--- src/rtl/u2g_pkg.sv ---
`default_nettype none

package u2g_pkg;

   localparam int BANK_W = 8;

   localparam logic [7:0] OP_READ   = 8'h30;
   localparam logic [7:0] OP_WRITE  = 8'h31;
   localparam logic [7:0] OP_CONFIG = 8'h32;

   localparam logic [7:0] RSP_READ   = 8'h33;
   localparam logic [7:0] RSP_WRITE  = 8'h34;
   localparam logic [7:0] RSP_CONFIG = 8'h35;
   localparam logic [7:0] RSP_ERROR  = 8'h3f;

   typedef enum logic [1:0] {
      CMD_READ,
      CMD_WRITE,
      CMD_CONFIG
   } cmd_kind_t;

   typedef struct packed {
      cmd_kind_t  kind;
      logic [7:0] bank;
      logic [7:0] pin;
      logic       arg;   // Output value or direction, bit 0 of the last byte.
   } cmd_t;

   typedef struct packed {
      logic [7:0] code;
      logic       has_data;   // A second byte '0' or '1' follows the code.
      logic       data;
   } rsp_t;

endpackage

`default_nettype wire

--- src/rtl/credit_link_if.sv ---
`timescale 1ns/1ns
`default_nettype none

interface credit_link_if #(
   parameter type payload_t = logic
) ();

   logic     valid;     // One cycle per item.
   payload_t payload;
   logic     credit;    // One cycle per entry freed at the receiver.

   modport tx (output valid, output payload, input credit);
   modport rx (input valid, input payload, output credit);

endinterface

`default_nettype wire

--- src/rtl/cmd_parser.sv ---
`timescale 1ns/1ns
`default_nettype none

module cmd_parser #(
   parameter int CREDITS = 4
) (
   input  logic       clk,
   input  logic       nRst,
   input  logic [7:0] data,
   input  logic       byte_valid,
   credit_link_if.tx  cmd
);

   localparam int CNT_W = $clog2(CREDITS + 1);

   typedef enum logic [2:0] {ST_IDLE, ST_BANK, ST_PIN, ST_ARG, ST_ISSUE} state_t;

   state_t             state;
   u2g_pkg::cmd_kind_t kind;
   logic [7:0]         bank;
   logic [7:0]         pin;
   logic               arg;
   logic [CNT_W-1:0]   credit_cnt;
   logic               frame_done;
   logic               issue;

   assign frame_done = byte_valid &&
                       ((state == ST_ARG) || (state == ST_PIN && kind == u2g_pkg::CMD_READ));
   assign issue      = (credit_cnt != '0) && (frame_done || state == ST_ISSUE);
   assign cmd.payload = '{kind: kind, bank: bank, pin: pin, arg: arg};

   always_ff @(posedge clk or negedge nRst) begin
      if (!nRst) begin
         state      <= ST_IDLE;
         kind       <= u2g_pkg::CMD_READ;
         bank       <= '0;
         pin        <= '0;
         arg        <= 1'b0;
         cmd.valid  <= 1'b0;
         credit_cnt <= CNT_W'(CREDITS);
      end else begin
         cmd.valid <= issue;
         case ({issue, cmd.credit})
            2'b10:   credit_cnt <= credit_cnt - 1'b1;
            2'b01:   credit_cnt <= credit_cnt + 1'b1;
            default: credit_cnt <= credit_cnt;
         endcase
         case (state)
            ST_IDLE: begin
               if (byte_valid) begin
                  state <= ST_BANK;
                  case (data)
                     u2g_pkg::OP_READ:   kind <= u2g_pkg::CMD_READ;
                     u2g_pkg::OP_WRITE:  kind <= u2g_pkg::CMD_WRITE;
                     u2g_pkg::OP_CONFIG: kind <= u2g_pkg::CMD_CONFIG;
                     default:            state <= ST_IDLE;   // Not an opcode.
                  endcase
               end
            end
            ST_BANK: begin
               if (byte_valid) begin
                  bank  <= data;
                  state <= ST_PIN;
               end
            end
            ST_PIN: begin
               if (byte_valid) begin
                  pin <= data;
                  arg <= 1'b0;
                  if (kind != u2g_pkg::CMD_READ) state <= ST_ARG;
                  else state <= issue ? ST_IDLE : ST_ISSUE;
               end
            end
            ST_ARG: begin
               if (byte_valid) begin
                  arg   <= data[0];
                  state <= issue ? ST_IDLE : ST_ISSUE;
               end
            end
            ST_ISSUE: begin
               if (issue) state <= ST_IDLE;   // Bytes seen while waiting are dropped.
            end
            default: state <= ST_IDLE;
         endcase
      end
   end

   a_valid_has_credit: assert property (@(posedge clk) disable iff (!nRst)
      cmd.valid |-> $past(credit_cnt) != '0);

endmodule

`default_nettype wire

--- src/rtl/credit_fifo.sv ---
`timescale 1ns/1ns
`default_nettype none

module credit_fifo #(
   parameter type payload_t   = logic,
   parameter int  DEPTH       = 4,
   parameter int  OUT_CREDITS = 1
) (
   input  logic      clk,
   input  logic      nRst,
   credit_link_if.rx in,
   credit_link_if.tx out
);

   localparam int PTR_W = (DEPTH > 1) ? $clog2(DEPTH) : 1;
   localparam int CNT_W = $clog2(DEPTH + 1);
   localparam int CRD_W = $clog2(OUT_CREDITS + 1);

   payload_t         mem [DEPTH];
   logic [PTR_W-1:0] wr_ptr;
   logic [PTR_W-1:0] rd_ptr;
   logic [CNT_W-1:0] count;
   logic [CRD_W-1:0] out_cnt;
   logic             send;

   function automatic logic [PTR_W-1:0] next_ptr(input logic [PTR_W-1:0] ptr);
      return (ptr == PTR_W'(DEPTH - 1)) ? '0 : ptr + 1'b1;
   endfunction

   // An item arriving at an empty queue goes straight out in the same cycle.
   assign send = ((count != '0) || in.valid) && (out_cnt != '0);

   always_ff @(posedge clk) begin
      if (in.valid) mem[wr_ptr] <= in.payload;
      if (send) out.payload <= (count == '0) ? in.payload : mem[rd_ptr];
   end

   always_ff @(posedge clk or negedge nRst) begin
      if (!nRst) begin
         wr_ptr    <= '0;
         rd_ptr    <= '0;
         count     <= '0;
         out_cnt   <= CRD_W'(OUT_CREDITS);
         out.valid <= 1'b0;
         in.credit <= 1'b0;
      end else begin
         out.valid <= send;
         in.credit <= send;   // Each departure frees one slot upstream.
         if (in.valid) wr_ptr <= next_ptr(wr_ptr);
         if (send) rd_ptr <= next_ptr(rd_ptr);
         case ({in.valid, send})
            2'b10:   count <= count + 1'b1;
            2'b01:   count <= count - 1'b1;
            default: count <= count;
         endcase
         case ({send, out.credit})
            2'b10:   out_cnt <= out_cnt - 1'b1;
            2'b01:   out_cnt <= out_cnt + 1'b1;
            default: out_cnt <= out_cnt;
         endcase
      end
   end

   a_no_write_when_full: assert property (@(posedge clk) disable iff (!nRst)
      in.valid |-> count < CNT_W'(DEPTH));

   a_send_with_credit: assert property (@(posedge clk) disable iff (!nRst)
      out.valid |-> $past(out_cnt) != '0);

endmodule

`default_nettype wire

--- src/rtl/gpio_exec.sv ---
`timescale 1ns/1ns
`default_nettype none

module gpio_exec #(
   parameter int NUM_BANKS   = 4,
   parameter int RSP_CREDITS = 4
) (
   input  logic                                  clk,
   input  logic                                  nRst,
   credit_link_if.rx                             cmd,
   credit_link_if.tx                             rsp,
   input  logic [NUM_BANKS*u2g_pkg::BANK_W-1:0] gpio_in,
   output logic [NUM_BANKS*u2g_pkg::BANK_W-1:0] gpio_out,
   output logic [NUM_BANKS*u2g_pkg::BANK_W-1:0] gpio_oe
);

   localparam int GPIO_W = NUM_BANKS * u2g_pkg::BANK_W;
   localparam int IDX_W  = $clog2(GPIO_W);
   localparam int CRD_W  = $clog2(RSP_CREDITS + 1);

   u2g_pkg::cmd_t    held;
   u2g_pkg::cmd_t    cur;
   logic             pending;
   logic             go;
   logic             in_range;
   logic [IDX_W-1:0] idx;
   logic [CRD_W-1:0] credit_cnt;
   logic [GPIO_W-1:0] gpio_meta;
   logic [GPIO_W-1:0] gpio_sync;

   assign cur      = pending ? held : cmd.payload;
   assign go       = (pending || cmd.valid) && (credit_cnt != '0);
   assign in_range = (cur.bank < NUM_BANKS) && (cur.pin < u2g_pkg::BANK_W);
   assign idx      = IDX_W'(cur.bank * u2g_pkg::BANK_W + cur.pin);

   always_ff @(posedge clk) begin
      gpio_meta <= gpio_in;
      gpio_sync <= gpio_meta;
   end

   always_ff @(posedge clk or negedge nRst) begin
      if (!nRst) begin
         held        <= '0;
         pending     <= 1'b0;
         gpio_out    <= '0;
         gpio_oe     <= '0;
         credit_cnt  <= CRD_W'(RSP_CREDITS);
         rsp.valid   <= 1'b0;
         rsp.payload <= '0;
         cmd.credit  <= 1'b0;
      end else begin
         rsp.valid  <= go;
         cmd.credit <= go;
         if (cmd.valid && !go) begin
            held    <= cmd.payload;   // Parked until a response slot opens.
            pending <= 1'b1;
         end else if (go) begin
            pending <= 1'b0;
         end
         case ({go, rsp.credit})
            2'b10:   credit_cnt <= credit_cnt - 1'b1;
            2'b01:   credit_cnt <= credit_cnt + 1'b1;
            default: credit_cnt <= credit_cnt;
         endcase
         if (go) begin
            rsp.payload.has_data <= 1'b0;
            rsp.payload.data     <= 1'b0;
            rsp.payload.code     <= u2g_pkg::RSP_ERROR;
            if (in_range) begin
               case (cur.kind)
                  u2g_pkg::CMD_READ: begin
                     rsp.payload.code     <= u2g_pkg::RSP_READ;
                     rsp.payload.has_data <= 1'b1;
                     rsp.payload.data     <= gpio_sync[idx];
                  end
                  u2g_pkg::CMD_WRITE: begin
                     rsp.payload.code <= u2g_pkg::RSP_WRITE;
                     gpio_out[idx]    <= cur.arg;
                  end
                  u2g_pkg::CMD_CONFIG: begin
                     rsp.payload.code <= u2g_pkg::RSP_CONFIG;
                     gpio_oe[idx]     <= cur.arg;
                  end
                  default: rsp.payload.code <= u2g_pkg::RSP_ERROR;
               endcase
            end
         end
      end
   end

   a_single_slot: assert property (@(posedge clk) disable iff (!nRst)
      cmd.valid |-> !pending);

endmodule

`default_nettype wire

--- src/rtl/resp_sender.sv ---
`timescale 1ns/1ns
`default_nettype none

module resp_sender (
   input  logic       clk,
   input  logic       nRst,
   credit_link_if.rx  rsp,
   output logic [7:0] data,
   output logic       start,
   input  logic       busy
);

   typedef enum logic [1:0] {S_IDLE, S_LAUNCH, S_WAIT} state_t;

   state_t state;
   logic   data_pending;
   logic   data_bit;

   always_ff @(posedge clk or negedge nRst) begin
      if (!nRst) begin
         state        <= S_IDLE;
         data         <= '0;
         start        <= 1'b0;
         data_pending <= 1'b0;
         data_bit     <= 1'b0;
         rsp.credit   <= 1'b0;
      end else begin
         start      <= 1'b0;
         rsp.credit <= 1'b0;
         case (state)
            S_IDLE: begin
               if (rsp.valid) begin
                  data         <= rsp.payload.code;
                  data_pending <= rsp.payload.has_data;
                  data_bit     <= rsp.payload.data;
                  start        <= 1'b1;
                  state        <= S_LAUNCH;
               end
            end
            S_LAUNCH: state <= S_WAIT;   // Busy from the transmitter shows up a cycle late.
            S_WAIT: begin
               if (!busy) begin
                  if (data_pending) begin
                     data         <= {7'b0011000, data_bit};   // ASCII '0' or '1'.
                     data_pending <= 1'b0;
                     start        <= 1'b1;
                     state        <= S_LAUNCH;
                  end else begin
                     rsp.credit <= 1'b1;
                     state      <= S_IDLE;
                  end
               end
            end
            default: state <= S_IDLE;
         endcase
      end
   end

   a_valid_only_idle: assert property (@(posedge clk) disable iff (!nRst)
      rsp.valid |-> state == S_IDLE);

endmodule

`default_nettype wire

--- src/rtl/uart_gpio_top.sv ---
`timescale 1ns/1ns
`default_nettype none

module uart_gpio_top #(
   parameter int CLKS_PER_BIT = 16,
   parameter int NUM_BANKS    = 4,
   parameter int CMD_DEPTH    = 4,
   parameter int RSP_DEPTH    = 4
) (
   input  logic                                  clk,
   input  logic                                  nRst,
   input  logic                                  rx,
   output logic                                  tx,
   input  logic [NUM_BANKS*u2g_pkg::BANK_W-1:0] gpio_in,
   output logic [NUM_BANKS*u2g_pkg::BANK_W-1:0] gpio_out,
   output logic [NUM_BANKS*u2g_pkg::BANK_W-1:0] gpio_oe
);

   logic [7:0] rx_data;
   logic       rx_valid;
   logic [7:0] tx_data;
   logic       tx_start;
   logic       tx_busy;

   credit_link_if #(.payload_t(u2g_pkg::cmd_t)) cmd_in ();
   credit_link_if #(.payload_t(u2g_pkg::cmd_t)) cmd_out ();
   credit_link_if #(.payload_t(u2g_pkg::rsp_t)) rsp_in ();
   credit_link_if #(.payload_t(u2g_pkg::rsp_t)) rsp_out ();

   uart_rx #(.CLKS_PER_BIT(CLKS_PER_BIT)) i_uart_rx (
      .clk        (clk),
      .nRst       (nRst),
      .rx         (rx),
      .data       (rx_data),
      .byte_valid (rx_valid)
   );

   cmd_parser #(.CREDITS(CMD_DEPTH)) i_cmd_parser (
      .clk        (clk),
      .nRst       (nRst),
      .data       (rx_data),
      .byte_valid (rx_valid),
      .cmd        (cmd_in)
   );

   credit_fifo #(
      .payload_t   (u2g_pkg::cmd_t),
      .DEPTH       (CMD_DEPTH),
      .OUT_CREDITS (1)
   ) i_cmd_fifo (
      .clk  (clk),
      .nRst (nRst),
      .in   (cmd_in),
      .out  (cmd_out)
   );

   gpio_exec #(
      .NUM_BANKS   (NUM_BANKS),
      .RSP_CREDITS (RSP_DEPTH)
   ) i_gpio_exec (
      .clk      (clk),
      .nRst     (nRst),
      .cmd      (cmd_out),
      .rsp      (rsp_in),
      .gpio_in  (gpio_in),
      .gpio_out (gpio_out),
      .gpio_oe  (gpio_oe)
   );

   credit_fifo #(
      .payload_t   (u2g_pkg::rsp_t),
      .DEPTH       (RSP_DEPTH),
      .OUT_CREDITS (1)
   ) i_rsp_fifo (
      .clk  (clk),
      .nRst (nRst),
      .in   (rsp_in),
      .out  (rsp_out)
   );

   resp_sender i_resp_sender (
      .clk   (clk),
      .nRst  (nRst),
      .rsp   (rsp_out),
      .data  (tx_data),
      .start (tx_start),
      .busy  (tx_busy)
   );

   uart_tx #(.CLKS_PER_BIT(CLKS_PER_BIT)) i_uart_tx (
      .clk   (clk),
      .nRst  (nRst),
      .data  (tx_data),
      .start (tx_start),
      .busy  (tx_busy),
      .tx    (tx)
   );

endmodule

`default_nettype wire

--- src/rtl/uart_rx.sv ---
`timescale 1ns/1ns
`default_nettype none

module uart_rx #(
   parameter int CLKS_PER_BIT = 16
) (
   input  logic       clk,
   input  logic       nRst,
   input  logic       rx,
   output logic [7:0] data,
   output logic       byte_valid
);

   localparam int CNT_W = $clog2(CLKS_PER_BIT);

   typedef enum logic [1:0] {RX_IDLE, RX_START, RX_DATA, RX_STOP} rx_state_t;

   rx_state_t        state;
   logic [1:0]       rx_sync;
   logic             rx_prev;
   logic [CNT_W-1:0] baud_cnt;
   logic [2:0]       bit_cnt;

   always_ff @(posedge clk or negedge nRst) begin
      if (!nRst) begin
         rx_sync    <= 2'b11;
         rx_prev    <= 1'b1;
         state      <= RX_IDLE;
         baud_cnt   <= '0;
         bit_cnt    <= '0;
         data       <= '0;
         byte_valid <= 1'b0;
      end else begin
         rx_sync    <= {rx_sync[0], rx};
         rx_prev    <= rx_sync[1];
         byte_valid <= 1'b0;
         case (state)
            RX_IDLE: begin
               baud_cnt <= '0;
               if (rx_prev && !rx_sync[1]) state <= RX_START;
            end
            RX_START: begin
               if (baud_cnt == CNT_W'(CLKS_PER_BIT / 2 - 1)) begin
                  baud_cnt <= '0;
                  bit_cnt  <= '0;
                  state    <= rx_sync[1] ? RX_IDLE : RX_DATA;   // A short glitch is no start bit.
               end else begin
                  baud_cnt <= baud_cnt + 1'b1;
               end
            end
            RX_DATA: begin
               if (baud_cnt == CNT_W'(CLKS_PER_BIT - 1)) begin
                  baud_cnt <= '0;
                  data     <= {rx_sync[1], data[7:1]};   // LSB arrives first.
                  bit_cnt  <= bit_cnt + 1'b1;
                  if (bit_cnt == 3'd7) state <= RX_STOP;
               end else begin
                  baud_cnt <= baud_cnt + 1'b1;
               end
            end
            default: begin
               if (baud_cnt == CNT_W'(CLKS_PER_BIT - 1)) begin
                  byte_valid <= rx_sync[1];   // Only a high stop bit completes the frame.
                  state      <= RX_IDLE;
               end else begin
                  baud_cnt <= baud_cnt + 1'b1;
               end
            end
         endcase
      end
   end

   a_byte_valid_pulse: assert property (@(posedge clk) disable iff (!nRst)
      byte_valid |=> !byte_valid);

endmodule

`default_nettype wire

--- src/rtl/uart_tx.sv ---
`timescale 1ns/1ns
`default_nettype none

module uart_tx #(
   parameter int CLKS_PER_BIT = 16
) (
   input  logic       clk,
   input  logic       nRst,
   input  logic [7:0] data,
   input  logic       start,
   output logic       busy,
   output logic       tx
);

   localparam int CNT_W = $clog2(CLKS_PER_BIT);

   logic [9:0]       shift;
   logic [3:0]       bit_cnt;
   logic [CNT_W-1:0] baud_cnt;

   assign tx = shift[0];   // All ones when idle, so the line rests high.

   always_ff @(posedge clk or negedge nRst) begin
      if (!nRst) begin
         shift    <= '1;
         bit_cnt  <= '0;
         baud_cnt <= '0;
         busy     <= 1'b0;
      end else if (!busy) begin
         if (start) begin
            shift    <= {1'b1, data, 1'b0};
            bit_cnt  <= '0;
            baud_cnt <= '0;
            busy     <= 1'b1;
         end
      end else if (baud_cnt == CNT_W'(CLKS_PER_BIT - 1)) begin
         baud_cnt <= '0;
         shift    <= {1'b1, shift[9:1]};
         if (bit_cnt == 4'd9) begin
            busy <= 1'b0;   // Stop bit has been held for its full period.
         end else begin
            bit_cnt <= bit_cnt + 1'b1;
         end
      end else begin
         baud_cnt <= baud_cnt + 1'b1;
      end
   end

   a_no_start_when_busy: assert property (@(posedge clk) disable iff (!nRst)
      start |-> !busy);

endmodule

`default_nettype wire

--- config.mk ---
export PLATFORM = sky130hd
export DESIGN_NAME = uart_gpio_top
export DESIGN_NICKNAME = d
export VERILOG_FILES = /design/src/rtl/u2g_pkg.sv /design/src/rtl/credit_link_if.sv /design/src/rtl/cmd_parser.sv /design/src/rtl/credit_fifo.sv /design/src/rtl/gpio_exec.sv /design/src/rtl/resp_sender.sv /design/src/rtl/uart_gpio_top.sv /design/src/rtl/uart_rx.sv /design/src/rtl/uart_tx.sv
export SDC_FILE = /design/constraint.sdc
export NUM_CORES = 1
export LEC_CHECK = 0
export ABC_AREA = 1
export BUFFER_PORTS_ARGS = -buffer_cell sky130_fd_sc_hd__buf_4
export CAP_MARGIN = 10
export CORE_UTILIZATION = 55
export CTS_BUF_LIST = sky130_fd_sc_hd__clkbuf_8
export DETAILED_ROUTE_END_ITERATION = 8
export GPL_TIMING_DRIVEN = 0
export PLACE_DENSITY = 0.83
export SLEW_MARGIN = 20
export SYNTH_ARGS = -nofsm -noshare
export SYNTH_HDL_FRONTEND = slang
export SYNTH_SLANG_ARGS = --single-unit
--- constraint.sdc ---
create_clock -name clk -period 3.2 [get_ports clk]
set_clock_uncertainty 0.15 [all_clocks]
set_input_delay 0.16 -clock clk [delete_from_list [all_inputs] [get_ports clk]]
set_output_delay 0.16 -clock clk [all_outputs]
set_load 0.005 [all_outputs]
==> results of run 1 <==
## how the worst max path moves through the flow
stage | endpoint | slack, ns | startpoint | cells after the start
6_report | i_cmd_fifo.count[2] | 0.26 | i_cmd_fifo.count[0] | 9
5_1_grt | i_cmd_fifo.count[2] | 0.10 | i_cmd_fifo.count[0] | 9
4_1_cts | i_cmd_fifo.count[2] | 0.28 | i_cmd_fifo.count[0] | 9
3_5_place_dp | i_cmd_fifo.count[2] | 0.31 | i_cmd_fifo.count[0] | 9
3_3_place_gp | i_cmd_fifo.count[2] | 0.45 | i_cmd_fifo.count[0] | 9
2_1_floorplan | i_cmd_fifo.count[2] | 0.68 | i_cmd_fifo.count[0] | 9
## critical path, stage by stage (launching register included)
cell        delay (ns)
dfrtp_1           0.43
nor3_1            0.29
inv_1             0.13
o21ai_1           0.40
clkinvlp_4        0.29
ha_1              0.29
fa_1              0.45
a21oi_1           0.15
o21ai_0           0.12
xnor2_1           0.14
## through the flow
step                cell area, µm²  power (mW)  setup WS [ns]
floorplan                    15200        5.42          0.681
global placement             16400        5.53          0.447
detailed placement           16400        5.57          0.309
CTS                          17900        9.31          0.278
global route                 18000        9.65          0.105
finish                       18000        9.33          0.260
## Yosys cell counts (5+ instances only)
master and instances:
edfxtp_1 130, nand2_2 5, mux2_2 7, dfrtp_1 173
nand3_1 30, nand4_1 6, nor2_1 204, nand2_1 330
a21oi_1 13, ha_1 31, dfxtp_1 64, clkbuf_1 34
dfstp_2 16, buf_6 6, o21ai_0 136, xnor2_1 10
nor3_1 9, o21ai_1 70, o22ai_1 8, inv_1 127
inv_2 6, a31oi_1 31
## repair_timing
item | CTS | global route
endpoints found under the hold margin | 146 | 0
resized for setup | 0 | 2
hold buffers | 36 | 0
setup endpoints to repair | 0 | 1
buffers inserted | 0 | 4
## power groups by stage
stage                     combinational (mW)  clock (mW)  sequential [mW]
after CTS                              0.361        3.79             5.15
after global placement                 0.289           0             5.24
final                                  0.367        3.81             5.16
after detailed placement               0.318           0             5.25
after global routing                   0.415        4.07             5.16
after floorplan                        0.181           0             5.24
## flip-flops by register name, summed over array words and instances, names as in the netlist, 9 cells and up
register and count:
i_cmd_fifo.out.payload 19, i_gpio_exec.gpio_sync 32, i_gpio_exec.gpio_oe 32, i_gpio_exec.gpio_meta 32
i_gpio_exec.gpio_out 32, i_gpio_exec.held 19, i_cmd_fifo.mem 76, i_uart_tx.shift 9
i_rsp_fifo.mem 28
## layout make-up
cell class | instances | area, µm² | area share [%]
Multi-Input combinational cell | 925 | 4520 | 25.2
Tap cell | 341 | 427 | 2.38
Timing Repair Buffer | 141 | 1210 | 6.76
Buffer | 49 | 245 | 1.37
Clock buffer | 68 | 936 | 5.21
Antenna cell | 2 | 5.00 | 0.0279
Inverter | 134 | 509 | 2.84
Clock inverter | 38 | 165 | 0.919
Sequential cell | 383 | 9930 | 55.3
Timing Repair inverter | 1 | 5.00 | 0.0279
## kinds of logic after synthesis
logic type | after synthesis
mux | 8
compound gates | 270
xor+xnor | 13
fa+ha+maj | 35
buf+inv | 183
flops | 383
simple gates | 599
## metal layers
| layer | routed length (µm) | share of wire [%] |
|---|---|---|
| met5 | 0 | 0 |
| met4 | 1460 | 4.1 |
| met3 | 2250 | 6.4 |
| met2 | 17900 | 51 |
| met1 | 13700 | 39 |
==> flow_metrics.env, run 1 <==
export IMPL_status="complete, no violations"
export IMPL_synth_mux_area_share_pct=0.584
export IMPL_critPathKind="reg2reg"
export IMPL_tightest_slew_ns=0.899
export IMPL_dp_hpwl_mm=21.6
export IMPL_rsz0062_at_grt="no"
export IMPL_die_w_um=168
export IMPL_gp_congestion=0.834
export IMPL_use_met1_pct=30.3
export IMPL_die_area_um2=28300
export IMPL_vias=11400
export IMPL_place_inst=1933
export IMPL_fin_hold_ws_ns=0.0434
export IMPL_maxCapViolations=0
export IMPL_clk_latency_ns=0.61
export IMPL_power_switching_mw=2.14
export IMPL_boundaryPins=100
export IMPL_synth_main_ff_cell="dfrtp_1"
export IMPL_fmax_mhz=340
export IMPL_ff2ff_path_depth=9
export IMPL_fin_crit_sh_pct=91.9
export IMPL_wl_per_cell_um=17.0
export IMPL_setup_viol=0
export IMPL_syn_area_um2=15200
export IMPL_pwr_share_comb_pct=3.9
export IMPL_min_from="gpio_in[17]"
export IMPL_grt_use_total_pct=25.2
export IMPL_hold_viol_final=0
export IMPL_mostFrequentLayoutCells="nand2_1, nor2_1, dfrtp_1"
export IMPL_drt_total_wl_mm=35.3
export IMPL_required_ns=3.53
export IMPL_busiest_layer="met2"
export IMPL_synth_compound_area_share_pct=9.47
export IMPL_seq_area_frac_synth_pct=65.3
export IMPL_synth_simple_area_share_pct=15.9
export IMPL_nFillCells=1904
export IMPL_fin_crit_ns=2.94
export IMPL_antenna_left=0
export IMPL_start_util_pct=56.3
export IMPL_cts_root_buf="clkbuf_8"
export IMPL_synth_edff_count=130
export IMPL_clock_sinks=383
export IMPL_gr_usage_met2_pct=43.8
export IMPL_yosys_area_share_adder_pct=3.08
export IMPL_core_area_um2=27000
export IMPL_maxSlewHeadroom_pct=38.3
export IMPL_min_to="i_gpio_exec.gpio_meta[17]"
export IMPL_layout_cells_non_filler=2082
export IMPL_yosysUniqueCellTypes=44
export IMPL_p_int_mw=7.19
export IMPL_p_leak_nw=7.93
export IMPL_r2r_end="i_cmd_fifo.count[2]"
export IMPL_drt_pass1_iter_count=5
export IMPL_grt_pass1_wl_mm=56.6
export IMPL_rrSetupSlack_ns=0.26
export IMPL_grt_util_met3_pct=4.96
export IMPL_clockPowerShare_pct=40.8
export IMPL_viasPerCell=5.48
export IMPL_fp_dieH_um=168
export IMPL_htree_levels=2
export IMPL_power_density_nw_per_um2=520
export IMPL_drtIter0Drc=1077
export IMPL_syn_num_nets=1561
export IMPL_min_path_type="in2reg"
export IMPL_final_layout_size_suffix_gt1_share_pct=14.1
export IMPL_port_buffers=99
export IMPL_reg2reg_from="i_cmd_fifo.count[0]"
export IMPL_fin_nets=1761
export IMPL_route_detailed_drc=0
export IMPL_async_flop_share_pct=49.3
export IMPL_synth_avg_cell_area_um2=10.2
export IMPL_whs_path_depth=2
export IMPL_grt_pass1_vias=11500
export IMPL_areaGrowthSynthToFinish_pct=18.1
export IMPL_syn_instance_count=1491
export IMPL_cts_clk_slew_worst_paths_ns=0.08
export IMPL_numCtsBuffers=56
export IMPL_synth_xor_area_share_pct=0.749
export IMPL_arrival_ns=3.27
export IMPL_final_common_cell="nand2_1"
export IMPL_tns_ns=0
export IMPL_grt_max_degree=72
export IMPL_fp_row_count=60
export IMPL_post_route_util_pct=66.5
export IMPL_switching_share_pct=22.9
export IMPL_crit_path_end_kind="flop"
export IMPL_crit_fanout=6
export IMPL_cts_buffer_depth=3
export IMPL_seq_power_share_pct=55.3
export IMPL_ys_ff_latch=383
export IMPL_ir_drop_uv=397
export IMPL_drv_slew=0
export IMPL_ys_warn_count=0
export IMPL_synth_top_cell_by_area="dfrtp_1"
export IMPL_synth_top_family_by_area="simple AND/OR/NAND/NOR gates"
export IMPL_cts_tree="yes"
export IMPL_crit_path_start_kind="flop"
export IMPL_grt_overflow_total=0
export IMPL_synth_top_area_share_pct=28.5
export IMPL_antenna_found_initial=2
export IMPL_synthTopCellsByArea="dfrtp_1, edfxtp_1, dfxtp_1"
Power figures use the tool's default switching activity.
==> run 2: changes to the inputs <==
REMOVE_ABC_BUFFERS = 1   (was not set)
==> flow_metrics.env, run 2 (synthesized netlist as in run 1, its figures left out) <==
export IMPL_start_util_pct=56.3
export IMPL_place_inst=1889
export IMPL_die_w_um=168
export IMPL_antenna_found_initial=0
export IMPL_cts_tree="yes"
export IMPL_cts_buffer_depth=3
export IMPL_min_path_type="in2reg"
export IMPL_diodes=0
export IMPL_vias=11100
export IMPL_worstPathBufferInverterCount=4
export IMPL_grt_use_total_pct=23.9
export IMPL_numCtsBuffers=57
export IMPL_slowest_delay_ns=0.62
export IMPL_fmax_mhz=344
export IMPL_fp_row_count=60
export IMPL_top_register="i_cmd_fifo.mem"
export IMPL_boundaryPins=100
export IMPL_viasPerCell=5.42
export IMPL_port_buffers=99
export IMPL_core_area_um2=27000
export IMPL_hold_viol_final=0
export IMPL_cpMostUsedCell="nand2_1"
export IMPL_maxSlewHeadroom_pct=33.4
export IMPL_grt_pass1_wl_mm=54.4
export IMPL_status="complete, no violations"
export IMPL_arrival_ns=3.23
export IMPL_crit_path_start_kind="flop"
export IMPL_htree_levels=2
export IMPL_clock_sinks=383
export IMPL_maxCapViolations=0
export IMPL_fin_crit_ns=2.91
export IMPL_gp_congestion=0.769
export IMPL_drt_pass1_iter_count=6
export IMPL_wl_per_cell_um=16.2
export IMPL_crit_path_cell_trace="inv_4, or2_2, o21ai_0, ha_1, inv_1, nor3_4, buf_8, buf_6, nand2_1, nand2_1, o21ai_1"
export IMPL_nFillCells=1889
export IMPL_drt_total_wl_mm=33.0
export IMPL_ir_drop_uv=502
export IMPL_grt_max_degree=82
export IMPL_power_density_nw_per_um2=528
export IMPL_cts_root_buf="clkbuf_8"
export IMPL_setup_viol=0
export IMPL_p_leak_nw=7.88
export IMPL_fin_crit_sh_pct=90.8
export IMPL_cp_top_family="simple AND/OR/NAND/NOR gates"
export IMPL_antenna_left=0
export IMPL_clk_latency_ns=0.59
export IMPL_dp_hpwl_mm=20.0
export IMPL_total_power_mw=9.46
export IMPL_rsz0062_at_grt="no"
export IMPL_cts_clk_slew_worst_paths_ns=0.07
export IMPL_crit_path_end_kind="flop"
export IMPL_critPathKind="reg2reg"
export IMPL_areaGrowthSynthToFinish_pct=17.9
export IMPL_largest_reg_flops=76
export IMPL_fin_nets=1720
export IMPL_drv_slew=0
export IMPL_final_layout_size_suffix_gt1_share_pct=14.7
export IMPL_grt_overflow_total=0
export IMPL_slowest_stage="dfrtp_2"
export IMPL_crit_fanout=18
export IMPL_grt_pass1_vias=11400
export IMPL_mostFrequentLayoutCells="nand2_1, nor2_1, dfrtp_1"
export IMPL_drtIter0Drc=927
export IMPL_route_detailed_drc=0
export IMPL_tightest_slew_ns=0.997
export IMPL_die_area_um2=28300
export IMPL_layout_cells_non_filler=2038
export IMPL_final_common_cell="nand2_1"
export IMPL_fp_dieH_um=168
export IMPL_required_ns=3.52
## run 2: changes by cell type in the layout (fill, tap and decap cells not counted), sizes merged
| cell | previous run | this run |
|---|---|---|
| clkbuf | 102 | 73 |
| buf | 121 | 111 |
| diode | 2 | 0 |
| clkinvlp | 3 | 6 |
| bufinv | 0 | 1 |
| clkinv | 10 | 6 |
| inv | 160 | 157 |
## run 2: where the power goes
| group | switching [mW] | internal [mW] |
|---|---|---|
| logic | 0.209 | 0.152 |
| clock network | 1.82 | 2.13 |
| registers | 0.0436 | 5.11 |
## run 2: final cells by class
type                            count  area (µm²)  area share, %
Multi-Input combinational cell    925        4550           25.4
Inverter                          134         517           2.88
Clock inverter                     33         161          0.900
Timing Repair inverter              3        15.0         0.0838
Clock buffer                       73        1000           5.60
Timing Repair Buffer              146        1320           7.34
Sequential cell                   383        9940           55.4
Tap cell                          341         427           2.38
## run 2: stage by stage
step	cell area (µm²)	setup TNS, ns	hold slack (ns)	util, %	setup slack, ns
CTS	17900	0	0.0434	66.3	0.0493
global route	17900	0	0.0480	66.3	0.0843
floorplan	15000	-30.10	-0.286	-	-0.470
global placement	16100	-122.56	0.115	59.7	-1.94
finish	17900	0	0.0721	66.3	0.293
detailed placement	16300	-0.977	-0.108	60.3	-0.367
## run 2: layer usage
layer	part of all wire [%]	vias to the layer above	track usage, %
li1	-	5236	-
met1	40	5325	29.0
met2	52	424	43.1
met3	5.8	71	3.76
met4	2.3	0	8.97
met5	0	-	0
## run 2: worst reg2reg max path, delay by kind of cell (launching register included)
family,cells,cell delay (ns)
fa+ha+maj,1,0.23
flops,1,0.62
buf+inv,4,0.60
compound gates,2,0.25
simple gates,4,0.94
## run 2: worst paths after layout
kind	slack [ns]	cells after the start	endpoint	startpoint
setup reg to reg	0.29	11	i_gpio_exec.gpio_out[3]	i_gpio_exec.pending
hold / removal	0.07	2	i_gpio_exec.gpio_meta[15]	gpio_in[15]
max in group asynchronous	1.57	5	i_cmd_fifo.rd_ptr[0]	nRst
min in group asynchronous	0.52	4	i_gpio_exec.gpio_out[3]	nRst
hold reg to reg	0.17	0	i_gpio_exec.gpio_sync[26]	i_gpio_exec.gpio_meta[26]
setup / recovery	0.29	11	i_gpio_exec.gpio_out[3]	i_gpio_exec.pending
## run 2: repair_timing
action / in CTS / in global routing
endpoints found under the hold margin: 141 / 0
resized for setup: 6 / 2
gates cloned: 3 / 0
endpoints found under the setup margin: 21 / 31
hold buffers: 36 / 0
setup buffers: 3 / 1
pin swaps: 1 / 0
==> run 3: changes to the inputs <==
clock period = 3.4 ns   (was 3.2 ns; I/O delays follow)
==> flow_metrics.env, run 3 (synthesized netlist as in run 1, its figures left out) <==
export IMPL_status="complete, no violations"
export IMPL_route_detailed_drc=0
export IMPL_seq_power_share_pct=54.6
export IMPL_final_common_cell="nand2_1"
export IMPL_power_density_nw_per_um2=496
export IMPL_switching_share_pct=21.8
export IMPL_p_leak_nw=7.88
export IMPL_fin_crit_sh_pct=93.1
export IMPL_worst_slack_ns=0.235
export IMPL_critPathKind="reg2reg"
export IMPL_cp_top_family="simple AND/OR/NAND/NOR gates"
export IMPL_gp_congestion=0.769
export IMPL_final_area_um2=17900
export IMPL_vias=11000
export IMPL_final_layout_size_suffix_gt1_share_pct=14.6
export IMPL_core_area_um2=27000
export IMPL_total_power_mw=8.89
export IMPL_largest_reg_flops=76
export IMPL_cpMostUsedCell="nand2_1"
export IMPL_p_int_mw=6.95
export IMPL_maxSlewHeadroom_pct=33.4
export IMPL_die_area_um2=28300
export IMPL_die_w_um=168
export IMPL_boundaryPins=100
export IMPL_areaGrowthSynthToFinish_pct=17.8
export IMPL_power_switching_mw=1.94
export IMPL_htree_levels=2
export IMPL_tightest_slew_ns=0.996
export IMPL_drt_total_wl_mm=32.9
export IMPL_grt_max_degree=82
export IMPL_place_area_um2=16300
export IMPL_maxCapViolations=0
export IMPL_drv_slew=0
export IMPL_crit_fanout=18
export IMPL_start_util_pct=56.3
export IMPL_clockPowerShare_pct=41.6
export IMPL_place_ws_ns=-0.167
export IMPL_slowest_delay_ns=0.83
export IMPL_port_buffers=99
export IMPL_mostFrequentLayoutCells="nand2_1, nor2_1, dfrtp_1"
export IMPL_fin_crit_ns=3.16
export IMPL_worstPathBufferInverterCount=4
export IMPL_cts_buffer_depth=3
export IMPL_arrival_ns=3.49
export IMPL_hold_viol_final=0
export IMPL_crit_path_cell_trace="inv_4, or2_2, o21ai_0, ha_1, inv_1, nor3_4, buf_8, buf_6, nand2_1, nand2_1, o21ai_1"
export IMPL_grt_pass1_vias=11400
export IMPL_fmax_mhz=316
export IMPL_grt_pass1_wl_mm=54.3
export IMPL_drtIter0Drc=989
export IMPL_crit_path_end_kind="flop"
export IMPL_fp_row_count=60
export IMPL_rsz0062_at_grt="no"
export IMPL_fin_nets=1719
export IMPL_clk_latency_ns=0.59
export IMPL_cts_tree="yes"
export IMPL_pwr_share_comb_pct=3.8
export IMPL_ir_drop_uv=474
export IMPL_grt_overflow_total=0
export IMPL_diodes=0
export IMPL_dp_hpwl_mm=20.0
export IMPL_grt_use_total_pct=23.9
export IMPL_cts_root_buf="clkbuf_8"
export IMPL_top_register="i_cmd_fifo.mem"
export IMPL_place_inst=1889
export IMPL_slowest_stage="dfrtp_1"
export IMPL_clock_sinks=383
export IMPL_viasPerCell=5.41
export IMPL_cts_clk_slew_worst_paths_ns=0.07
export IMPL_antenna_left=0
export IMPL_required_ns=3.72
export IMPL_fp_dieH_um=168
export IMPL_tns_ns=0
export IMPL_wl_per_cell_um=16.1
export IMPL_numCtsBuffers=57
export IMPL_setup_viol=0
export IMPL_min_path_type="in2reg"
export IMPL_drt_pass1_iter_count=6
export IMPL_antenna_found_initial=0
export IMPL_layout_cells_non_filler=2037
export IMPL_crit_path_start_kind="flop"
run 3: cell types whose count changed in the layout (fill, tap and decap cells not counted):
| cell | previous run | this run |
|---|---|---|
| buf_4 | 100 | 99 |
| dfrtp_1 | 171 | 172 |
| dfrtp_2 | 2 | 1 |
run 3: path summary, 6_finish.rpt:
path                                      startpoint                   endpoint  slack (ns)  depth (start not counted)
min reg2reg                i_gpio_exec.gpio_meta[26]  i_gpio_exec.gpio_sync[26]        0.17                          0
max in group asynchronous                       nRst       i_cmd_fifo.rd_ptr[0]        1.77                          5
min                                      gpio_in[15]  i_gpio_exec.gpio_meta[15]        0.08                          2
max reg2reg                      i_gpio_exec.pending    i_gpio_exec.gpio_out[3]        0.24                         11
max                              i_gpio_exec.pending    i_gpio_exec.gpio_out[3]        0.24                         11
min in group asynchronous                       nRst    i_gpio_exec.gpio_out[3]        0.53                          4
run 3: layer usage:
layer	vias to the layer above	wire (µm)	global-route usage, %
met4	0	723	9.01
met3	66	1810	3.74
li1	5233	-	-
met1	5321	13200	29.1
met5	-	0	0
met2	390	17100	42.8
run 3: what timing repair did:
item,CTS,global route
endpoints found under the hold margin,141,0
setup buffers,1,2
hold buffers,36,0
cloned,3,0
setup endpoints to repair,2,22
resized for setup,5,2
pin swaps,0,1
run 3: final cells by class:
type,instances,area (µm²)
clock buffers,73,1000
clock inverters,33,161
fillers,1887,9110
inverters,134,517
multi-input cells,925,4550
flip-flops and latches,383,9940
well taps,341,427
repair buffers,145,1310
repair inverters,3,15.0
run 3: through the flow:
stage	utilization, %	hold WS (ns)
floorplan	-	-0.276
global placement	59.7	0.125
detailed placement	60.3	-0.0976
CTS	66.1	0.0534
global route	66.3	0.0580
finish	66.3	0.0817
run 3: power groups by stage:
stage | logic [mW] | clock network [mW] | registers (mW)
CTS | 0.338 | 3.75 | 4.85
global placement | 0.273 | 0 | 4.94
detailed placement | 0.299 | 0 | 4.94
floorplan | 0.171 | 0 | 4.93
global route | 0.387 | 4.00 | 4.86
finish | 0.339 | 3.70 | 4.85
